File: src/design/sh_pkg.sv
`default_nettype none

package sh_pkg;

	// Fixed by the ISA
	localparam int data_w  = 32;
	localparam int reg_n_w = 4;
	localparam int reg_cnt = 1 << reg_n_w;

	// ALU operations
	typedef enum logic [4:0] {
		MOVI,
		MOV,
		ADD,
		ADDC,
		SUB,
		AND,
		OR,
		XOR,
		TST,
		CMP_EQ,
		CMP_HS,
		CMP_GE,
		SHLL,
		SHLR,
		EXTU_B,
		EXTS_B,
		NOP
	} alu_op_t;

	// Memory access kind; address from Rm, store data from Rn
	typedef enum logic [1:0] {
		MEM_NONE,
		MEM_LOAD,
		MEM_STORE
	} mem_op_t;

	typedef enum logic [1:0] {
		SZ_BYTE,
		SZ_WORD,
		SZ_LONG
	} mem_size_t;

endpackage

`default_nettype wire
File: src/design/sh_exec_core.sv
`timescale 1ns/1ps
`default_nettype none

module sh_exec_core (
	input  wire                        CLK,
	input  wire                        RST_N,
	input  wire                        issue,
	output logic                       ready,
	input  sh_pkg::alu_op_t            op,
	input  sh_pkg::mem_op_t            mem,
	input  sh_pkg::mem_size_t          size,
	input  wire [sh_pkg::reg_n_w-1:0]  rn,
	input  wire [sh_pkg::reg_n_w-1:0]  rm,
	input  wire [7:0]                  imm,
	output logic [sh_pkg::data_w-1:0]  BUS_A,
	output logic [sh_pkg::data_w-1:0]  BUS_DO,
	input  wire [sh_pkg::data_w-1:0]   BUS_DI,
	output logic                       BUS_WR,
	output logic                       BUS_REQ,
	output logic [3:0]                 BUS_BA,
	input  wire                        BUS_WAIT,
	output logic                       wb_valid,
	output logic                       wb_we,
	output logic [sh_pkg::reg_n_w-1:0] wb_reg,
	output logic [sh_pkg::data_w-1:0]  wb_data,
	output logic                       t_flag
);

	logic [sh_pkg::reg_n_w-1:0] ra_n;
	logic [sh_pkg::reg_n_w-1:0] rb_n;
	logic [sh_pkg::data_w-1:0]  ra_q;
	logic [sh_pkg::data_w-1:0]  rb_q;
	logic [sh_pkg::reg_n_w-1:0] w_n;
	logic [sh_pkg::data_w-1:0]  w_d;
	logic                       w_en;

	logic                       ex_valid;
	logic                       ex_done;
	sh_pkg::alu_op_t            ex_op;
	sh_pkg::mem_op_t            ex_mem;
	sh_pkg::mem_size_t          ex_size;
	logic [sh_pkg::reg_n_w-1:0] ex_rn;
	logic [7:0]                 ex_imm;

	logic [sh_pkg::data_w-1:0]  alu_res;
	logic                       alu_t;
	logic                       alu_t_we;
	logic                       alu_r_we;
	logic [sh_pkg::data_w-1:0]  ld_data;
	logic                       t_cur;

	sh_regfile u_regfile (
		.CLK(CLK), .RST_N(RST_N),
		.ra_n(ra_n), .rb_n(rb_n), .ra_q(ra_q), .rb_q(rb_q),
		.w_n(w_n), .w_d(w_d), .w_en(w_en)
	);

	sh_ex_stage u_ex (
		.CLK(CLK), .RST_N(RST_N),
		.issue(issue), .op(op), .mem(mem), .size(size),
		.rn(rn), .rm(rm), .imm(imm), .BUS_WAIT(BUS_WAIT),
		.ready(ready), .ex_valid(ex_valid), .ex_done(ex_done),
		.ex_op(ex_op), .ex_mem(ex_mem), .ex_size(ex_size),
		.ex_rn(ex_rn), .ex_imm(ex_imm),
		.ra_n(ra_n), .rb_n(rb_n), .BUS_REQ(BUS_REQ)
	);

	sh_alu u_alu (
		.op(ex_op), .a(ra_q), .b(rb_q), .imm(ex_imm), .t_in(t_cur),
		.res(alu_res), .t_out(alu_t), .t_we(alu_t_we), .r_we(alu_r_we)
	);

	// Address comes from Rm, store data from Rn
	sh_mem_lane u_lane (
		.mem(ex_mem), .size(ex_size), .addr(rb_q), .st_data(ra_q),
		.BUS_DI(BUS_DI), .BUS_A(BUS_A), .BUS_DO(BUS_DO), .BUS_BA(BUS_BA),
		.ld_data(ld_data), .BUS_WR(BUS_WR)
	);

	sh_writeback u_wb (
		.CLK(CLK), .RST_N(RST_N),
		.ex_done(ex_done), .ex_valid(ex_valid), .ex_mem(ex_mem), .ex_rn(ex_rn),
		.alu_res(alu_res), .alu_t(alu_t), .alu_t_we(alu_t_we), .alu_r_we(alu_r_we),
		.ld_data(ld_data),
		.w_n(w_n), .w_d(w_d), .w_en(w_en),
		.wb_valid(wb_valid), .wb_we(wb_we), .wb_reg(wb_reg), .wb_data(wb_data),
		.t_flag(t_flag), .t_cur(t_cur)
	);

endmodule

`default_nettype wire

File: src/design/sh_writeback.sv
`timescale 1ns/1ps
`default_nettype none

module sh_writeback (
	input  wire                        CLK,
	input  wire                        RST_N,
	input  wire                        ex_done,
	input  wire                        ex_valid,
	input  sh_pkg::mem_op_t            ex_mem,
	input  wire [sh_pkg::reg_n_w-1:0]  ex_rn,
	input  wire [sh_pkg::data_w-1:0]   alu_res,
	input  wire                        alu_t,
	input  wire                        alu_t_we,
	input  wire                        alu_r_we,
	input  wire [sh_pkg::data_w-1:0]   ld_data,
	output logic [sh_pkg::reg_n_w-1:0] w_n,
	output logic [sh_pkg::data_w-1:0]  w_d,
	output logic                       w_en,
	output logic                       wb_valid,
	output logic                       wb_we,
	output logic [sh_pkg::reg_n_w-1:0] wb_reg,
	output logic [sh_pkg::data_w-1:0]  wb_data,
	output logic                       t_flag,
	output logic                       t_cur
);

	logic capture;
	logic is_alu;
	logic wb_t;
	logic wb_t_we;

	assign capture = ex_valid & ex_done;
	assign is_alu  = (ex_mem == sh_pkg::MEM_NONE);

	always_ff @(posedge CLK or negedge RST_N) begin
		if (!RST_N) begin
			wb_valid <= 1'b0;
			wb_we    <= 1'b0;
			wb_t_we  <= 1'b0;
			t_flag   <= 1'b0;
		end else begin
			// Bubble while EX waits on the bus
			wb_valid <= capture;
			if (capture) begin
				wb_we   <= (ex_mem == sh_pkg::MEM_LOAD) | (is_alu & alu_r_we);
				wb_t_we <= is_alu & alu_t_we;
			end
			if (wb_valid && wb_t_we) begin
				t_flag <= wb_t;
			end
		end
	end

	always_ff @(posedge CLK) begin
		if (capture) begin
			wb_reg  <= ex_rn;
			wb_data <= (ex_mem == sh_pkg::MEM_LOAD) ? ld_data : alu_res;
			wb_t    <= alu_t;
		end
	end

	assign w_n  = wb_reg;
	assign w_d  = wb_data;
	assign w_en = wb_valid & wb_we;

	// T as the instruction now in EX must see it
	assign t_cur = (wb_valid && wb_t_we) ? wb_t : t_flag;

endmodule

`default_nettype wire

File: src/design/sh_mem_lane.sv
`timescale 1ns/1ps
`default_nettype none

module sh_mem_lane (
	input  sh_pkg::mem_op_t            mem,
	input  sh_pkg::mem_size_t          size,
	input  wire [sh_pkg::data_w-1:0]   addr,
	input  wire [sh_pkg::data_w-1:0]   st_data,
	input  wire [sh_pkg::data_w-1:0]   BUS_DI,
	output logic [sh_pkg::data_w-1:0]  BUS_A,
	output logic [sh_pkg::data_w-1:0]  BUS_DO,
	output logic [3:0]                 BUS_BA,
	output logic [sh_pkg::data_w-1:0]  ld_data,
	output logic                       BUS_WR
);

	logic [sh_pkg::data_w-1:0] shifted;

	assign BUS_A  = addr;
	assign BUS_WR = (mem == sh_pkg::MEM_STORE);

	//**********************************************************
	// Big-endian lanes, offset 0 is the top byte
	//**********************************************************
	always_comb begin
		case (size)
			sh_pkg::SZ_BYTE: begin
				BUS_DO  = {4{st_data[7:0]}};
				BUS_BA  = 4'b1000 >> addr[1:0];
				shifted = BUS_DI >> {~addr[1:0], 3'b000};
				ld_data = {{24{shifted[7]}}, shifted[7:0]};
			end
			sh_pkg::SZ_WORD: begin
				BUS_DO  = {2{st_data[15:0]}};
				BUS_BA  = addr[1] ? 4'b0011 : 4'b1100;
				shifted = BUS_DI >> {~addr[1], 4'b0000};
				ld_data = {{16{shifted[15]}}, shifted[15:0]};
			end
			default: begin
				BUS_DO  = st_data;
				BUS_BA  = 4'b1111;
				shifted = BUS_DI;
				ld_data = shifted;
			end
		endcase
	end

endmodule

`default_nettype wire

File: src/design/sh_alu.sv
`timescale 1ns/1ps
`default_nettype none

module sh_alu (
	input  sh_pkg::alu_op_t            op,
	input  wire [sh_pkg::data_w-1:0]   a,
	input  wire [sh_pkg::data_w-1:0]   b,
	input  wire [7:0]                  imm,
	input  wire                        t_in,
	output logic [sh_pkg::data_w-1:0]  res,
	output logic                       t_out,
	output logic                       t_we,
	output logic                       r_we
);

	localparam int w = sh_pkg::data_w;

	logic          sub;
	logic          cin;
	logic [w-1:0]  b_add;
	logic [w:0]    sum;
	logic          ovf;
	logic          ge;
	logic [w-1:0]  log_and;

	//**********************************************************
	// Adder and compare
	//**********************************************************
	assign sub   = op inside {sh_pkg::SUB, sh_pkg::CMP_EQ, sh_pkg::CMP_HS, sh_pkg::CMP_GE};
	assign cin   = sub | ((op == sh_pkg::ADDC) & t_in);
	assign b_add = sub ? ~b : b;
	assign sum   = {1'b0, a} + {1'b0, b_add} + {{w{1'b0}}, cin};

	// Carry out of a - b means no borrow, i.e. a >= b unsigned
	assign ovf = (a[w-1] ^ b[w-1]) & (a[w-1] ^ sum[w-1]);
	assign ge  = ~(sum[w-1] ^ ovf);

	assign log_and = a & b;

	//**********************************************************
	// Result select
	//**********************************************************
	always_comb begin
		res   = b;
		t_out = t_in;
		t_we  = 1'b0;
		r_we  = 1'b1;
		case (op)
			sh_pkg::MOVI:   res = {{(w-8){imm[7]}}, imm};
			sh_pkg::MOV:    res = b;
			sh_pkg::ADD,
			sh_pkg::SUB:    res = sum[w-1:0];
			sh_pkg::ADDC: begin
				res   = sum[w-1:0];
				t_out = sum[w];
				t_we  = 1'b1;
			end
			sh_pkg::AND:    res = log_and;
			sh_pkg::OR:     res = a | b;
			sh_pkg::XOR:    res = a ^ b;
			sh_pkg::TST,
			sh_pkg::CMP_EQ,
			sh_pkg::CMP_HS,
			sh_pkg::CMP_GE: begin
				r_we = 1'b0;
				t_we = 1'b1;
				case (op)
					sh_pkg::TST:    t_out = ~|log_and;
					sh_pkg::CMP_EQ: t_out = ~|sum[w-1:0];
					sh_pkg::CMP_HS: t_out = sum[w];
					default:        t_out = ge;
				endcase
			end
			sh_pkg::SHLL: begin
				res   = {a[w-2:0], 1'b0};
				t_out = a[w-1];
				t_we  = 1'b1;
			end
			sh_pkg::SHLR: begin
				res   = {1'b0, a[w-1:1]};
				t_out = a[0];
				t_we  = 1'b1;
			end
			sh_pkg::EXTU_B: res = {{(w-8){1'b0}}, b[7:0]};
			sh_pkg::EXTS_B: res = {{(w-8){b[7]}}, b[7:0]};
			default:        r_we = 1'b0;
		endcase
	end

endmodule

`default_nettype wire

File: src/design/sh_ex_stage.sv
`timescale 1ns/1ps
`default_nettype none

module sh_ex_stage (
	input  wire                        CLK,
	input  wire                        RST_N,
	input  wire                        issue,
	input  sh_pkg::alu_op_t            op,
	input  sh_pkg::mem_op_t            mem,
	input  sh_pkg::mem_size_t          size,
	input  wire [sh_pkg::reg_n_w-1:0]  rn,
	input  wire [sh_pkg::reg_n_w-1:0]  rm,
	input  wire [7:0]                  imm,
	input  wire                        BUS_WAIT,
	output logic                       ready,
	output logic                       ex_valid,
	output logic                       ex_done,
	output sh_pkg::alu_op_t            ex_op,
	output sh_pkg::mem_op_t            ex_mem,
	output sh_pkg::mem_size_t          ex_size,
	output logic [sh_pkg::reg_n_w-1:0] ex_rn,
	output logic [7:0]                 ex_imm,
	output logic [sh_pkg::reg_n_w-1:0] ra_n,
	output logic [sh_pkg::reg_n_w-1:0] rb_n,
	output logic                       BUS_REQ
);

	logic [sh_pkg::reg_n_w-1:0] ex_rm;
	logic                       accept;

	// ex_mem is MEM_NONE whenever EX is empty, so it alone qualifies the bus
	assign BUS_REQ = (ex_mem != sh_pkg::MEM_NONE);
	assign ex_done = ~BUS_REQ | ~BUS_WAIT;
	assign ready   = ex_done;
	assign accept  = issue & ready;

	assign ra_n = ex_rn;
	assign rb_n = ex_rm;

	always_ff @(posedge CLK or negedge RST_N) begin
		if (!RST_N) begin
			ex_valid <= 1'b0;
			ex_mem   <= sh_pkg::MEM_NONE;
			ex_op    <= sh_pkg::NOP;
		end else if (ready) begin
			ex_valid <= issue;
			ex_mem   <= issue ? mem : sh_pkg::MEM_NONE;
			ex_op    <= issue ? op : sh_pkg::NOP;
		end
	end

	// Instruction fields
	always_ff @(posedge CLK) begin
		if (accept) begin
			ex_size <= size;
			ex_rn   <= rn;
			ex_rm   <= rm;
			ex_imm  <= imm;
		end
	end

endmodule

`default_nettype wire

File: src/design/sh_regfile.sv
`timescale 1ns/1ps
`default_nettype none

module sh_regfile (
	input  wire                        CLK,
	input  wire                        RST_N,
	input  wire [sh_pkg::reg_n_w-1:0]  ra_n,
	input  wire [sh_pkg::reg_n_w-1:0]  rb_n,
	output logic [sh_pkg::data_w-1:0]  ra_q,
	output logic [sh_pkg::data_w-1:0]  rb_q,
	input  wire [sh_pkg::reg_n_w-1:0]  w_n,
	input  wire [sh_pkg::data_w-1:0]   w_d,
	input  wire                        w_en
);

	logic [sh_pkg::data_w-1:0] regs [sh_pkg::reg_cnt];

	always_ff @(posedge CLK or negedge RST_N) begin
		if (!RST_N) begin
			for (int i = 0; i < sh_pkg::reg_cnt; i++) begin
				regs[i] <= '0;
			end
		end else if (w_en) begin
			regs[w_n] <= w_d;
		end
	end

	// Write-first: the value being written this cycle wins
	always_comb begin
		ra_q = (w_en && w_n == ra_n) ? w_d : regs[ra_n];
		rb_q = (w_en && w_n == rb_n) ? w_d : regs[rb_n];
	end

endmodule

`default_nettype wire

File: config.mk
export PLATFORM = sky130hd
export DESIGN_NAME = sh_exec_core
export DESIGN_NICKNAME = d
export VERILOG_FILES = /design/src/design/sh_pkg.sv /design/src/design/sh_exec_core.sv /design/src/design/sh_writeback.sv /design/src/design/sh_mem_lane.sv /design/src/design/sh_alu.sv /design/src/design/sh_ex_stage.sv /design/src/design/sh_regfile.sv
export SDC_FILE = /design/constraint.sdc
export NUM_CORES = 1
export LEC_CHECK = 0
export ABC_CLOCK_PERIOD_IN_PS = 7300
export BUFFER_PORTS_ARGS = -buffer_cell sky130_fd_sc_hd__buf_2
export CAP_MARGIN = 10
export CORE_ASPECT_RATIO = 0.6
export CORE_MARGIN = 2
export CORE_UTILIZATION = 63
export CTS_CLUSTER_DIAMETER = 30
export DETAILED_ROUTE_END_ITERATION = 16
export PLACE_DENSITY = 0.85
export SETUP_SLACK_MARGIN = 0.05
export SLEW_MARGIN = 20
export SYNTH_ARGS = -nofsm -noshare
export SYNTH_HDL_FRONTEND = slang
export SYNTH_SLANG_ARGS = --single-unit
File: constraint.sdc
create_clock -name CLK -period 7.3 [get_ports CLK]
set_input_delay 1.46 -clock CLK [delete_from_list [all_inputs] [get_ports CLK]]
set_output_delay 1.46 -clock CLK [all_outputs]
set_load 0.01 [all_outputs]
==> metrics.cfg <==
[floorplan]
die-area_um2=58600
die_width_um=311
ios=171
die_h_um=188
coreArea_um2=55900
start_util_pct=63.8
rows=67

[synthesis]
yosys-top-cells-count=mux2_2 (544), dfrtp_1 (523), mux4_2 (320)
synth_ff_type=dfrtp_1
synth-xor-area-share_pct=1.69
synthSimpleGateAreaFrac_pct=4.36
synth_compound_area_share_pct=7.12
synth_top_family_by_area=multiplexers
synth_seq_cells=579
synth.mux.area_fraction_pct=38.5
synth-edff-count=55
yosys.cell_types.count=83
synthArstFlopShare_pct=90.5
synth_area_leaders=dfrtp_1 (37%), mux4_2 (20%), mux2_2 (17%)
synth_nets=2840
syn_inst=2682
yosysTopAreaCell=dfrtp_1
netlist_area_um2=35700
synth_adder_area_share_pct=3.44
yosys_warnings=0
synth_most_common_cell=mux2_2
syn_area_per_cell_um2=13.3
synth_top_cell_area_share_pct=36.7
synth-seq-area-share_pct=41.4

[clocking]
post_cts_buffers=0
cts_tree=built
cts_resized=0
clock_latency_ns=0.66
clk_pin_slew_ns=0.05
cts_num_sinks=579
cts_hold_buffers=0
root_buffer=clkbuf_16
h-tree-depth=3
clockBufferDepth=3
cts_buffers=90

[global_route]
track_usage_pct=46.5
grt_pass1_wl_mm=197
grt_max_degree=183
grt_pass1_vias=27832
gr-total-overflow=0
antenna_found_initial=4

[layout]
drive_above_1_share_pct=46.2
area_growth_pct=13.8
layout.nets=2970

[sta]
worstMarginPinSlew_ns=1.29
fin_tns_setup_ns=0
clock_skew_ns=0.0314
setup-violations-final=0
max_slew_margin_pct=13.2
finalHoldViolCount=0
drv_slew=0
period_share_pct=98.5
rsz0062_at_grt=no
finalCriticalPeriod_ns=7.19
clock.fmax_mhz=139

[drt]
drcViolationCount=0
wire_per_inst_um=36.9
dr.pass1.iters=6
first_iter_violations=4546
wl_mm=135
vias_per_cell=7.58
drtAntennaViolNets=0
vias=27636

[setup_path]
worstPathMaxFanout=38
crit_type=reg2reg
cp.required_ns=7.78
worstSetupEndpointType=flop
critPathLaunchType=flop
cp.arrival_ns=7.67

[power]
ir_worst_vdd_v=0.000273
power.total_w=0.0135
p_per_area_nw_per_um2=333
p_leak_nw=18.5

[place]
portBuffers=170
hpwlAfterDp_mm=88.6
gp_congestion=1.04

[min_path]
min_path_type=reg2reg

[run_status]
outcome=finished clean

[flow_run]
drv_cap=0

## per-layer routing
| metal | wire length, µm | track usage (%) |
|---|---|---|
| met1 | 52800 | 65.7 |
| met2 | 56000 | 63.9 |
| met3 | 19400 | 19.2 |
| met4 | 6410 | 19.4 |
| met5 | 35 | 0 |
## worst max-delay path, cell delays in order (launching register included)
cell	delay (ns)
edfxtp_1	0.67
buf_12	0.37
buf_12	0.29
mux4_2	0.54
mux4_2	0.55
mux2i_1	0.92
inv_1	0.16
ha_1	0.45
a21oi_1	0.46
a21boi_1	0.32
a21boi_0	0.52
xor2_1	0.42
nand4_1	0.14
or4_1	0.40
or4_1	0.55
a32oi_1	0.20
## final cells by class
cell class,instances,area [µm²]
multi-input cells,1792,19800
fillers,3430,15300
flip-flops and latches,579,14800
clock buffers,106,2410
repair buffers,268,1710
well taps,759,950
clock inverters,58,669
inverters,81,304
diodes,3,7.51
## cell usage in the layout, fill, tap and decap left out, types with 89 or more instances in the layout
cell type / synthesis / routed
mux2_2: 544 / 544
nor2_1: 125 / 112
mux4_2: 320 / 320
a21oi_1: 110 / 110
nand2_1: 117 / 117
ha_1: 95 / 95
clkbuf_16: 0 / 91
buf_4: 1 / 89
dfrtp_1: 523 / 523
buf_2: 38 / 169
## per-stage QoR
step / std cells / worst slack (ns) / util, % / hold slack (ns) / area (µm²)
floorplan: 2682 / 1.44 / - / 0.424 / 35700
global placement: 3479 / 0.236 / 67.1 / 0.477 / 37500
detailed placement: 3479 / 0.300 / 67.1 / 0.493 / 37500
CTS: 3643 / 0.221 / 72.6 / 0.514 / 40600
global route: 3643 / 0.0547 / 72.6 / 0.530 / 40600
finish: 3646 / 0.112 / 72.7 / 0.509 / 40600
## state kept, by name (all words and copies together), names as in the netlist, 2 cells and up
signal,count
u_ex.ex_imm,8
u_ex.ex_mem,2
u_ex.ex_op,5
u_ex.ex_rn,4
u_ex.ex_size,2
u_ex.rb_n,4
u_regfile.regs,512
u_wb.w_d,32
u_wb.w_n,4
## worst paths after layout
kind | startpoint | endpoint | cells after the start | slack [ns]
min reg2reg | u_wb.wb_t_we | u_wb.wb_t_we | 1 | 0.51
min in group asynchronous | RST_N | u_regfile.regs[360] | 1 | 0.92
max in group asynchronous | RST_N | u_regfile.regs[57] | 2 | 4.81
max | u_ex.ex_rn[0] | u_wb.wb_t | 15 | 0.11
max reg2reg | u_ex.ex_rn[0] | u_wb.wb_t | 15 | 0.11
min | u_wb.wb_t_we | u_wb.wb_t_we | 1 | 0.51
## logic make-up (layout without fill, tap and decap cells)
family	count (synthesis)	in the layout
muxes	904	904
DFF	579	579
AOI/OAI and AO/OA	379	379
and+or+nand+nor	343	343
buffers and inverters	311	513
adders and majority gates	97	97
xor gates and xnor gates	69	69
other	0	3
## where the power goes
part / total [W] / leakage, nW / internal, W / switching, W
registers: 0.00486 / 7.64 / 0.00402 / 0.000845
logic: 0.00425 / 9.39 / 0.00196 / 0.00229
clock network: 0.00442 / 1.50 / 0.00272 / 0.00171
total: 0.0135 / 18.5 / 0.00869 / 0.00484
Power figures use the tool's default switching activity.
